`src/logic/calc_consts.svh`:
```
`ifndef CALC_CONSTS_SVH
`define CALC_CONSTS_SVH

//////////////////////////////////////////////////////////////////////
// Calculator sizing
//////////////////////////////////////////////////////////////////////

// Operand and result width in bits
`define CALC_WIDTH 32

// Hex digits on the display, one per nibble of an operand
`define CALC_DIGITS 8

// Clock cycles each display digit stays lit
`define SCAN_TICKS 4

`endif
```
`src/logic/calcPkg.sv`:
```
`include "calc_consts.svh"

package calcPkg;

	//////////////////////////////////////////////////////////////////////
	// Value widths
	//////////////////////////////////////////////////////////////////////

	typedef logic [`CALC_WIDTH-1:0] operand_t;
	typedef logic [3:0] nibble_t;
	// Digits entered so far, 0 to 8
	typedef logic [3:0] digitCount_t;
	// Active low, bit 0 is segment a
	typedef logic [6:0] segments_t;

	//////////////////////////////////////////////////////////////////////
	// Encodings
	//////////////////////////////////////////////////////////////////////

	typedef enum logic [2:0] {
		opAdd,
		opSub,
		opMul,
		opAnd,
		opOr,
		opXor
	} opCode_t;

	typedef enum logic [1:0] {
		modeFirst,
		modeOp,
		modeSecond,
		modeResult
	} calcMode_t;

	// Commands from the controller to the operand memory
	typedef struct packed {
		logic loadFirst;
		logic loadSecond;
		logic loadOp;
		logic clearAll;
	} calcCmd_t;

	typedef struct packed {
		logic blank;
		nibble_t nibble;
	} digitSlot_t;

endpackage

```
`src/logic/calcTop.sv`:
```
`timescale 1ns/1ps
`include "calc_consts.svh"

module calcTop import calcPkg::*;
(
	input logic clk,
	input logic rstN,
	input logic digitStrobe,
	input nibble_t digit,
	input logic opStrobe,
	input opCode_t opCode,
	input logic equalStrobe,
	input logic clearStrobe,
	output segments_t segments,
	output logic [`CALC_DIGITS-1:0] anodes
);

	calcMode_t mode;
	calcCmd_t cmd;
	operand_t operandA;
	operand_t operandB;
	operand_t result;
	opCode_t heldOp;
	digitSlot_t [`CALC_DIGITS-1:0] slots;
	segments_t [`CALC_DIGITS-1:0] segArray;

	//////////////////////////////////////////////////////////////////////
	// Entry and arithmetic
	//////////////////////////////////////////////////////////////////////

	entryControl controlInst (
		.clk(clk),
		.rstN(rstN),
		.digitStrobe(digitStrobe),
		.opStrobe(opStrobe),
		.equalStrobe(equalStrobe),
		.clearStrobe(clearStrobe),
		.mode(mode),
		.cmd(cmd)
	);

	operandMemory memoryInst (
		.clk(clk),
		.rstN(rstN),
		.mode(mode),
		.cmd(cmd),
		.digit(digit),
		.opCode(opCode),
		.result(result),
		.operandA(operandA),
		.operandB(operandB),
		.heldOp(heldOp),
		.slots(slots)
	);

	calcAlu aluInst (
		.operandA(operandA),
		.operandB(operandB),
		.op(heldOp),
		.result(result)
	);

	//////////////////////////////////////////////////////////////////////
	// Display path
	//////////////////////////////////////////////////////////////////////

	for (genvar i = 0; i < `CALC_DIGITS; i++)
	begin : decoderGen
		segmentDecoder decoderInst (
			.slot(slots[i]),
			.segs(segArray[i])
		);
	end

	displayScanner scannerInst (
		.clk(clk),
		.rstN(rstN),
		.segArray(segArray),
		.segments(segments),
		.anodes(anodes)
	);

endmodule

```
`src/logic/displayScanner.sv`:
```
`timescale 1ns/1ps
`include "calc_consts.svh"

module displayScanner import calcPkg::*;
#(
	parameter int scanTicks = `SCAN_TICKS
)
(
	input logic clk,
	input logic rstN,
	input segments_t [`CALC_DIGITS-1:0] segArray,
	output segments_t segments,
	output logic [`CALC_DIGITS-1:0] anodes
);

	localparam int dwellBits = (scanTicks > 1) ? $clog2(scanTicks) : 1;
	localparam int indexBits = $clog2(`CALC_DIGITS);
	localparam logic [indexBits-1:0] lastIndex = indexBits'(`CALC_DIGITS - 1);

	logic [dwellBits-1:0] dwell;
	logic [indexBits-1:0] digitIndex;
	logic [`CALC_DIGITS-1:0] anodeSel;

	always_comb
	begin
		anodeSel = '1;
		anodeSel[digitIndex] = 1'b0;
	end

	//////////////////////////////////////////////////////////////////////
	// Scan sequencing
	//////////////////////////////////////////////////////////////////////

	always_ff @(posedge clk or negedge rstN)
	begin
		if (!rstN)
		begin
			dwell <= '0;
			digitIndex <= '0;
			segments <= '1;
			anodes <= '1;
		end
		else
		begin
			segments <= segArray[digitIndex];
			anodes <= anodeSel;
			if (dwell == dwellBits'(scanTicks - 1))
			begin
				dwell <= '0;
				digitIndex <= (digitIndex == lastIndex) ? '0 : digitIndex + 1'b1;
			end
			else
				dwell <= dwell + 1'b1;
		end
	end

	// Never more than one digit driven at a time
	assert property (@(posedge clk) disable iff (!rstN) $onehot0(~anodes));

endmodule

```
`src/logic/segmentDecoder.sv`:
```
`timescale 1ns/1ps

module segmentDecoder import calcPkg::*;
(
	input digitSlot_t slot,
	output segments_t segs
);

	// Lit segments, active high, bit order g down to a
	segments_t lit;

	always_comb
	begin
		case (slot.nibble)
			4'h0: lit = 7'h3F;
			4'h1: lit = 7'h06;
			4'h2: lit = 7'h5B;
			4'h3: lit = 7'h4F;
			4'h4: lit = 7'h66;
			4'h5: lit = 7'h6D;
			4'h6: lit = 7'h7D;
			4'h7: lit = 7'h27;
			4'h8: lit = 7'h7F;
			4'h9: lit = 7'h6F;
			4'hA: lit = 7'h77;
			4'hB: lit = 7'h7C;
			4'hC: lit = 7'h39;
			4'hD: lit = 7'h5E;
			4'hE: lit = 7'h79;
			default: lit = 7'h71;
		endcase
	end

	// Pins are active low; blank turns every segment off
	assign segs = slot.blank ? '1 : ~lit;

endmodule

```
`src/logic/calcAlu.sv`:
```
`timescale 1ns/1ps

module calcAlu import calcPkg::*;
(
	input operand_t operandA,
	input operand_t operandB,
	input opCode_t op,
	output operand_t result
);

	//////////////////////////////////////////////////////////////////////
	// Operator select
	//////////////////////////////////////////////////////////////////////

	// Everything wraps at the operand width, no carry or overflow kept
	always_comb
	begin
		case (op)
			opAdd:
				result = operandA + operandB;
			opSub:
				result = operandA - operandB;
			opMul:
				// Low word of the product
				result = operand_t'(operandA * operandB);
			opAnd:
				result = operandA & operandB;
			opOr:
				result = operandA | operandB;
			opXor:
				result = operandA ^ operandB;
			default:
				result = '0;
		endcase
	end

endmodule

```
`src/logic/operandMemory.sv`:
```
`timescale 1ns/1ps
`include "calc_consts.svh"

module operandMemory import calcPkg::*;
(
	input logic clk,
	input logic rstN,
	input calcMode_t mode,
	input calcCmd_t cmd,
	input nibble_t digit,
	input opCode_t opCode,
	input operand_t result,
	output operand_t operandA,
	output operand_t operandB,
	output opCode_t heldOp,
	output digitSlot_t [`CALC_DIGITS-1:0] slots
);

	localparam digitCount_t fullCount = digitCount_t'(`CALC_DIGITS);

	digitCount_t countA;
	digitCount_t countB;
	operand_t nextA;
	operand_t nextB;
	digitCount_t nextCountA;
	digitCount_t nextCountB;
	opCode_t nextOp;
	operand_t shownValue;
	digitCount_t shownCount;

	//////////////////////////////////////////////////////////////////////
	// Register update
	//////////////////////////////////////////////////////////////////////

	always_comb
	begin
		// Clear first, so a load in the same cycle starts from zero
		nextA = cmd.clearAll ? '0 : operandA;
		nextB = cmd.clearAll ? '0 : operandB;
		nextCountA = cmd.clearAll ? '0 : countA;
		nextCountB = cmd.clearAll ? '0 : countB;
		nextOp = cmd.clearAll ? opAdd : heldOp;

		// Digits past the eighth drop out here
		if (cmd.loadFirst && nextCountA < fullCount)
		begin
			nextA = {nextA[`CALC_WIDTH-5:0], digit};
			nextCountA = nextCountA + 1'b1;
		end
		if (cmd.loadSecond && nextCountB < fullCount)
		begin
			nextB = {nextB[`CALC_WIDTH-5:0], digit};
			nextCountB = nextCountB + 1'b1;
		end
		if (cmd.loadOp)
			nextOp = opCode;
	end

	always_ff @(posedge clk or negedge rstN)
	begin
		if (!rstN)
		begin
			operandA <= '0;
			operandB <= '0;
			countA <= '0;
			countB <= '0;
			heldOp <= opAdd;
		end
		else
		begin
			operandA <= nextA;
			operandB <= nextB;
			countA <= nextCountA;
			countB <= nextCountB;
			heldOp <= nextOp;
		end
	end

	//////////////////////////////////////////////////////////////////////
	// Display selection
	//////////////////////////////////////////////////////////////////////

	always_comb
	begin
		case (mode)
			modeSecond:
			begin
				shownValue = operandB;
				shownCount = countB;
			end
			modeResult:
			begin
				shownValue = result;
				shownCount = fullCount;
			end
			default:
			begin
				shownValue = operandA;
				shownCount = countA;
			end
		endcase
	end

	// Digit 0 stays lit so an empty operand reads as 0
	for (genvar i = 0; i < `CALC_DIGITS; i++)
	begin : slotGen
		assign slots[i].nibble = shownValue[4*i +: 4];
		assign slots[i].blank = (i != 0) && (i >= shownCount);
	end

	assert property (@(posedge clk) disable iff (!rstN)
		countA <= fullCount && countB <= fullCount);

endmodule

```
`src/logic/entryControl.sv`:
```
`timescale 1ns/1ps

module entryControl import calcPkg::*;
(
	input logic clk,
	input logic rstN,
	input logic digitStrobe,
	input logic opStrobe,
	input logic equalStrobe,
	input logic clearStrobe,
	output calcMode_t mode,
	output calcCmd_t cmd
);

	// A digit after a result wipes the memory and starts a new first operand
	localparam calcCmd_t restartCmd = '{
		loadFirst: 1'b1,
		loadSecond: 1'b0,
		loadOp: 1'b0,
		clearAll: 1'b1
	};

	calcMode_t nextMode;

	//////////////////////////////////////////////////////////////////////
	// Command decode
	//////////////////////////////////////////////////////////////////////

	always_comb
	begin
		cmd = '0;
		nextMode = mode;
		if (clearStrobe)
		begin
			cmd.clearAll = 1'b1;
			nextMode = modeFirst;
		end
		else
		begin
			case (mode)
				modeFirst:
				begin
					if (digitStrobe)
						cmd.loadFirst = 1'b1;
					else if (opStrobe)
					begin
						cmd.loadOp = 1'b1;
						nextMode = modeOp;
					end
				end
				modeOp:
				begin
					if (digitStrobe)
					begin
						cmd.loadSecond = 1'b1;
						nextMode = modeSecond;
					end
					else if (opStrobe)
						cmd.loadOp = 1'b1;
				end
				modeSecond:
				begin
					if (digitStrobe)
						cmd.loadSecond = 1'b1;
					else if (equalStrobe)
						nextMode = modeResult;
				end
				default:
				begin
					// Operators are ignored while a result is shown
					if (digitStrobe)
					begin
						cmd = restartCmd;
						nextMode = modeFirst;
					end
				end
			endcase
		end
	end

	always_ff @(posedge clk or negedge rstN)
	begin
		if (!rstN)
			mode <= modeFirst;
		else
			mode <= nextMode;
	end

	//////////////////////////////////////////////////////////////////////
	// Checks
	//////////////////////////////////////////////////////////////////////

	// Only the restart may raise two commands, and it always lands in modeFirst
	assert property (@(posedge clk) disable iff (!rstN)
		!$onehot0(cmd) |-> (mode == modeResult && cmd == restartCmd) ##1 mode == modeFirst);

	assert property (@(posedge clk) disable iff (!rstN)
		$onehot0({digitStrobe, opStrobe, equalStrobe, clearStrobe}));

endmodule

```
`config.mk`:
```
export PLATFORM = sky130hd
export DESIGN_NAME = calcTop
export DESIGN_NICKNAME = d
export VERILOG_FILES = /design/src/logic/calcPkg.sv /design/src/logic/calcTop.sv /design/src/logic/displayScanner.sv /design/src/logic/segmentDecoder.sv /design/src/logic/calcAlu.sv /design/src/logic/operandMemory.sv /design/src/logic/entryControl.sv
export VERILOG_INCLUDE_DIRS = /design/src /design/src/logic
export SDC_FILE = /design/constraint.sdc
export NUM_CORES = 2
export LEC_CHECK = 0
export ABC_CLOCK_PERIOD_IN_PS = 10250
export BUFFER_PORTS_ARGS = -buffer_cell sky130_fd_sc_hd__clkbuf_2
export CORE_ASPECT_RATIO = 0.9
export CORE_MARGIN = 2
export CORE_UTILIZATION = 49
export DETAILED_ROUTE_END_ITERATION = 8
export GPL_TIMING_DRIVEN = 0
export PLACE_DENSITY = 0.72
export SYNTH_ARGS = -nofsm -noshare
export SYNTH_HDL_FRONTEND = slang
export SYNTH_HIERARCHICAL = 1
export SYNTH_SLANG_ARGS = --single-unit
```
`constraint.sdc`:
```
create_clock -name clk -period 10.25 [get_ports clk]
set_clock_uncertainty 0.2 [all_clocks]
set_input_delay 0.5125 -clock clk [delete_from_list [all_inputs] [get_ports clk]]
set_output_delay 0.5125 -clock clk [all_outputs]
set_load 0.005 [all_outputs]
```
==> metrics.txt <==
outcome=finished, violations left; failing checks=DRC; first-pass GRT wire length=~150,000 µm; Synth cell types=94; final period utilization=about 100%; global placement routability congestion=1.074; maximum achievable frequency=slightly below 0.1 GHz; # IOs=28; CP max stage cell=dfrtp_1; DRT Pass-1 Iters=9; die width=250.3 µm; top-count cell post-synth=inv_1; startpoint types=flop; depth of the worst register-to-register path=31; antenna violations before repair=4; headroom to the max-slew limit=~5.7%; CP startpoint=memoryInst/operandB[18]; cell area after synthesis=approximately 27,000 µm²; FFs w/ async S/R, synth=between 90% and 100%; Post-synth top cells=461 x inv_1, 428 x nor2_1, 409 x fa_1; flop2flop setup slack=0.04 ns; Worst Max-Slew Pin Slew=1.406 ns; Final Hold Vio Count=0; port bufs=27; Sum Neg Setup Slack=0 ns; Post-DRT Antenna Nets=0; DPL Wire Length=~76,000 µm; Total GRT Usage=about 35%; Avg Cell Area, Syn=~8.6 µm²; DRC viols=6; Final Util=between 50% and 60%; FF-to-FF End=scannerInst/segments[6]; CP Class=reg -> reg; largest net degree at the start of global routing=67; vias in the first global route=between 20,000 and 25,000; final setup vio count=0; row cnt=81; maximum clock path buffer count=2; PnR Total Power=around 2200 µW; H-tree depth=3; max cap viols=0; HP Class=in -> reg; Crit path required time=between 10 and 15 ns; fill count=about 5,000; Total Nets Final=approximately 3,900; Overflow after GRT=0; via count=about 24,000; clk sink count=97; P_leak=between 0.01 and 0.015 µW; largest cells by area after synthesis=fa_1 31%, ha_1 13%, dfrtp_1 7.7%; DR WL/cell=approximately 25 µm; Placed Area=between 20,000 and 30,000 µm²; share of cells above drive strength 1=about 13%; area added between synthesis and finish=9.890%; routed vias/inst=approximately 6.2; crit path DAT=between 10 and 15 ns; Die Ht=225.6 µm; Clk pin slew, worst setup/hold paths=roughly 0.08 ns; Period minus WS final=just over 10 ns; FF+latch area=2510 µm²; die area=~56,000 µm²; worst skew pair latency=~0.37 ns; sequential share of the synthesized area=9.146%; Initial Utilization=approximately half; detailed router's first-iteration violation count=roughly 3,100; cell area after layout=about 29,000 µm²; Synth warnings=6; CTS Root Cell=clkbuf_16; CP Capture Type=flop; area of the multi-input gates=approximately 22,000 µm²; Post-synth EDFFs=0; CTS tree=yes; crit-path max cell delay=0.57 ns; cells after synthesis=between 3,000 and 4,000; Worst Setup EP=scannerInst/segments[6]; Yosys top cell area share=between 30% and 40%; Yosys reg bits=97; P per Cell Area=75.71 nW/µm²; Peak VDD IR=0.00009114 V; core footprint=between 50,000 and 60,000 µm²; syn nets=3,819; Total Wirelength=around 100,000 µm; r2r startpoint=memoryInst/operandB[18]; Max Slew Vio Count=0; final cell count without fillers=a little under 4,000; dominant cell type by area after synthesis=fa_1; CP Max Fanout=10; Placed Instances=3,854; Synth Flop Type=dfrtp_1; cts bufs inserted=9; cell mode on critical path=fa_1
## logic make-up after synthesis
family | after synthesis | synth area share, %
buf+inv | 659 | 10.09
simple gates | 918 | 15.47
other cells | 1 | 0.01402
xor+xnor | 140 | 4.585
flops | 97 | 9.146
compound gates | 527 | 12.65
mux | 94 | 4.524
fa+ha+maj | 685 | 43.53
## worst max-delay path: cells and delay by family, from the launching register on
family	cells	cell delay, ns
AOI/OAI and AO/OA	8	1.77
adders and majority gates	10	4.41
buffers and inverters	4	0.78
DFF	1	0.57
muxes	5	1.50
and+or+nand+nor	4	0.88
## how the worst min path moves through the flow
stage                                 endpoint  cells after the start            startpoint
after floorplan            controlInst/mode[0]                      0                  rstN
after global placement    scannerInst/dwell[0]                      1  scannerInst/dwell[0]
after detailed placement  scannerInst/dwell[0]                      1  scannerInst/dwell[0]
after CTS                 memoryInst/heldOp[0]                      2             opCode[0]
after global routing      memoryInst/heldOp[1]                      2             opCode[1]
final                     memoryInst/heldOp[1]                      2             opCode[1]
## final cells by class
type	instances	share of cell area (%)
antenna	3	0.02554
buffer	163	4.444
clock buffer	9	0.7663
clock inverter	7	0.2597
inverter	489	6.560
multi-input combinational	2365	74.48
sequential	97	8.540
tap	705	3.001
timing repair buffer	81	1.924
## routing by layer
| metal | vias up | track usage (%) | wire length [µm] |
|---|---|---|---|
| met5 | - | 1.212 | 141 |
| met4 | 6 | 18.33 | 6301 |
| met1 | 11938 | 46.31 | 38100 |
| met3 | 392 | 14.40 | 14330 |
| met2 | 1638 | 49.92 | 40240 |
| li1 | 10268 | - | - |
## sequential cells by signal, indices dropped and copies added, names as in the netlist
name                    cells
memoryInst/operandA        32
scannerInst/segments        7
scannerInst/anodes          8
memoryInst/heldOp           3
controlInst/mode            2
scannerInst/digitIndex      3
memoryInst/operandB        32
memoryInst/countB           4
memoryInst/countA           4
scannerInst/dwell           2
## metrics by stage
stage	setup WS (ns)	hold slack (ns)
4_1_cts	0.0007079	0.1589
6_report	0.03598	0.1763
5_1_grt	-0.02658	0.1733
2_1_floorplan	0.7024	0.01691
3_3_place_gp	-2.605	0.2214
3_5_place_dp	-2.647	0.2272
## where the power goes
part / switching, µW / internal (µW) / total (µW)
clock: 172 / 172 / 345
combinational: 894 / 543 / 1440
sequential: 43.0 / 400 / 443
total: 1110 / 1120 / 2230
## placed cells by master (no fill, tap or decap), drive strengths merged, types with 17 or more instances in the layout
master  count
nand3b     63
a21o       17
xnor2     108
ha        276
buf       137
fa        409
xor2       32
mux2i      53
mux2       28
nor2b      42
clkbuf    114
inv       466
a21oi     169
nand2b     24
nand2     265
nor2      431
nor3       22
dfrtp      82
a221oi     17
a22o       24
o21ai     142
## timing repair
| item | CTS | global route |
|---|---|---|
| hold buffers | 1 | 0 |
| endpoints found under the setup margin | 7 | 7 |
| endpoints found under the hold margin | 16 | 0 |
| pin swaps | 3 | 11 |
| gates resized for setup | 257 | 94 |
| buffers inserted | 21 | 31 |
No activity file was read; power rests on OpenSTA's default activity.
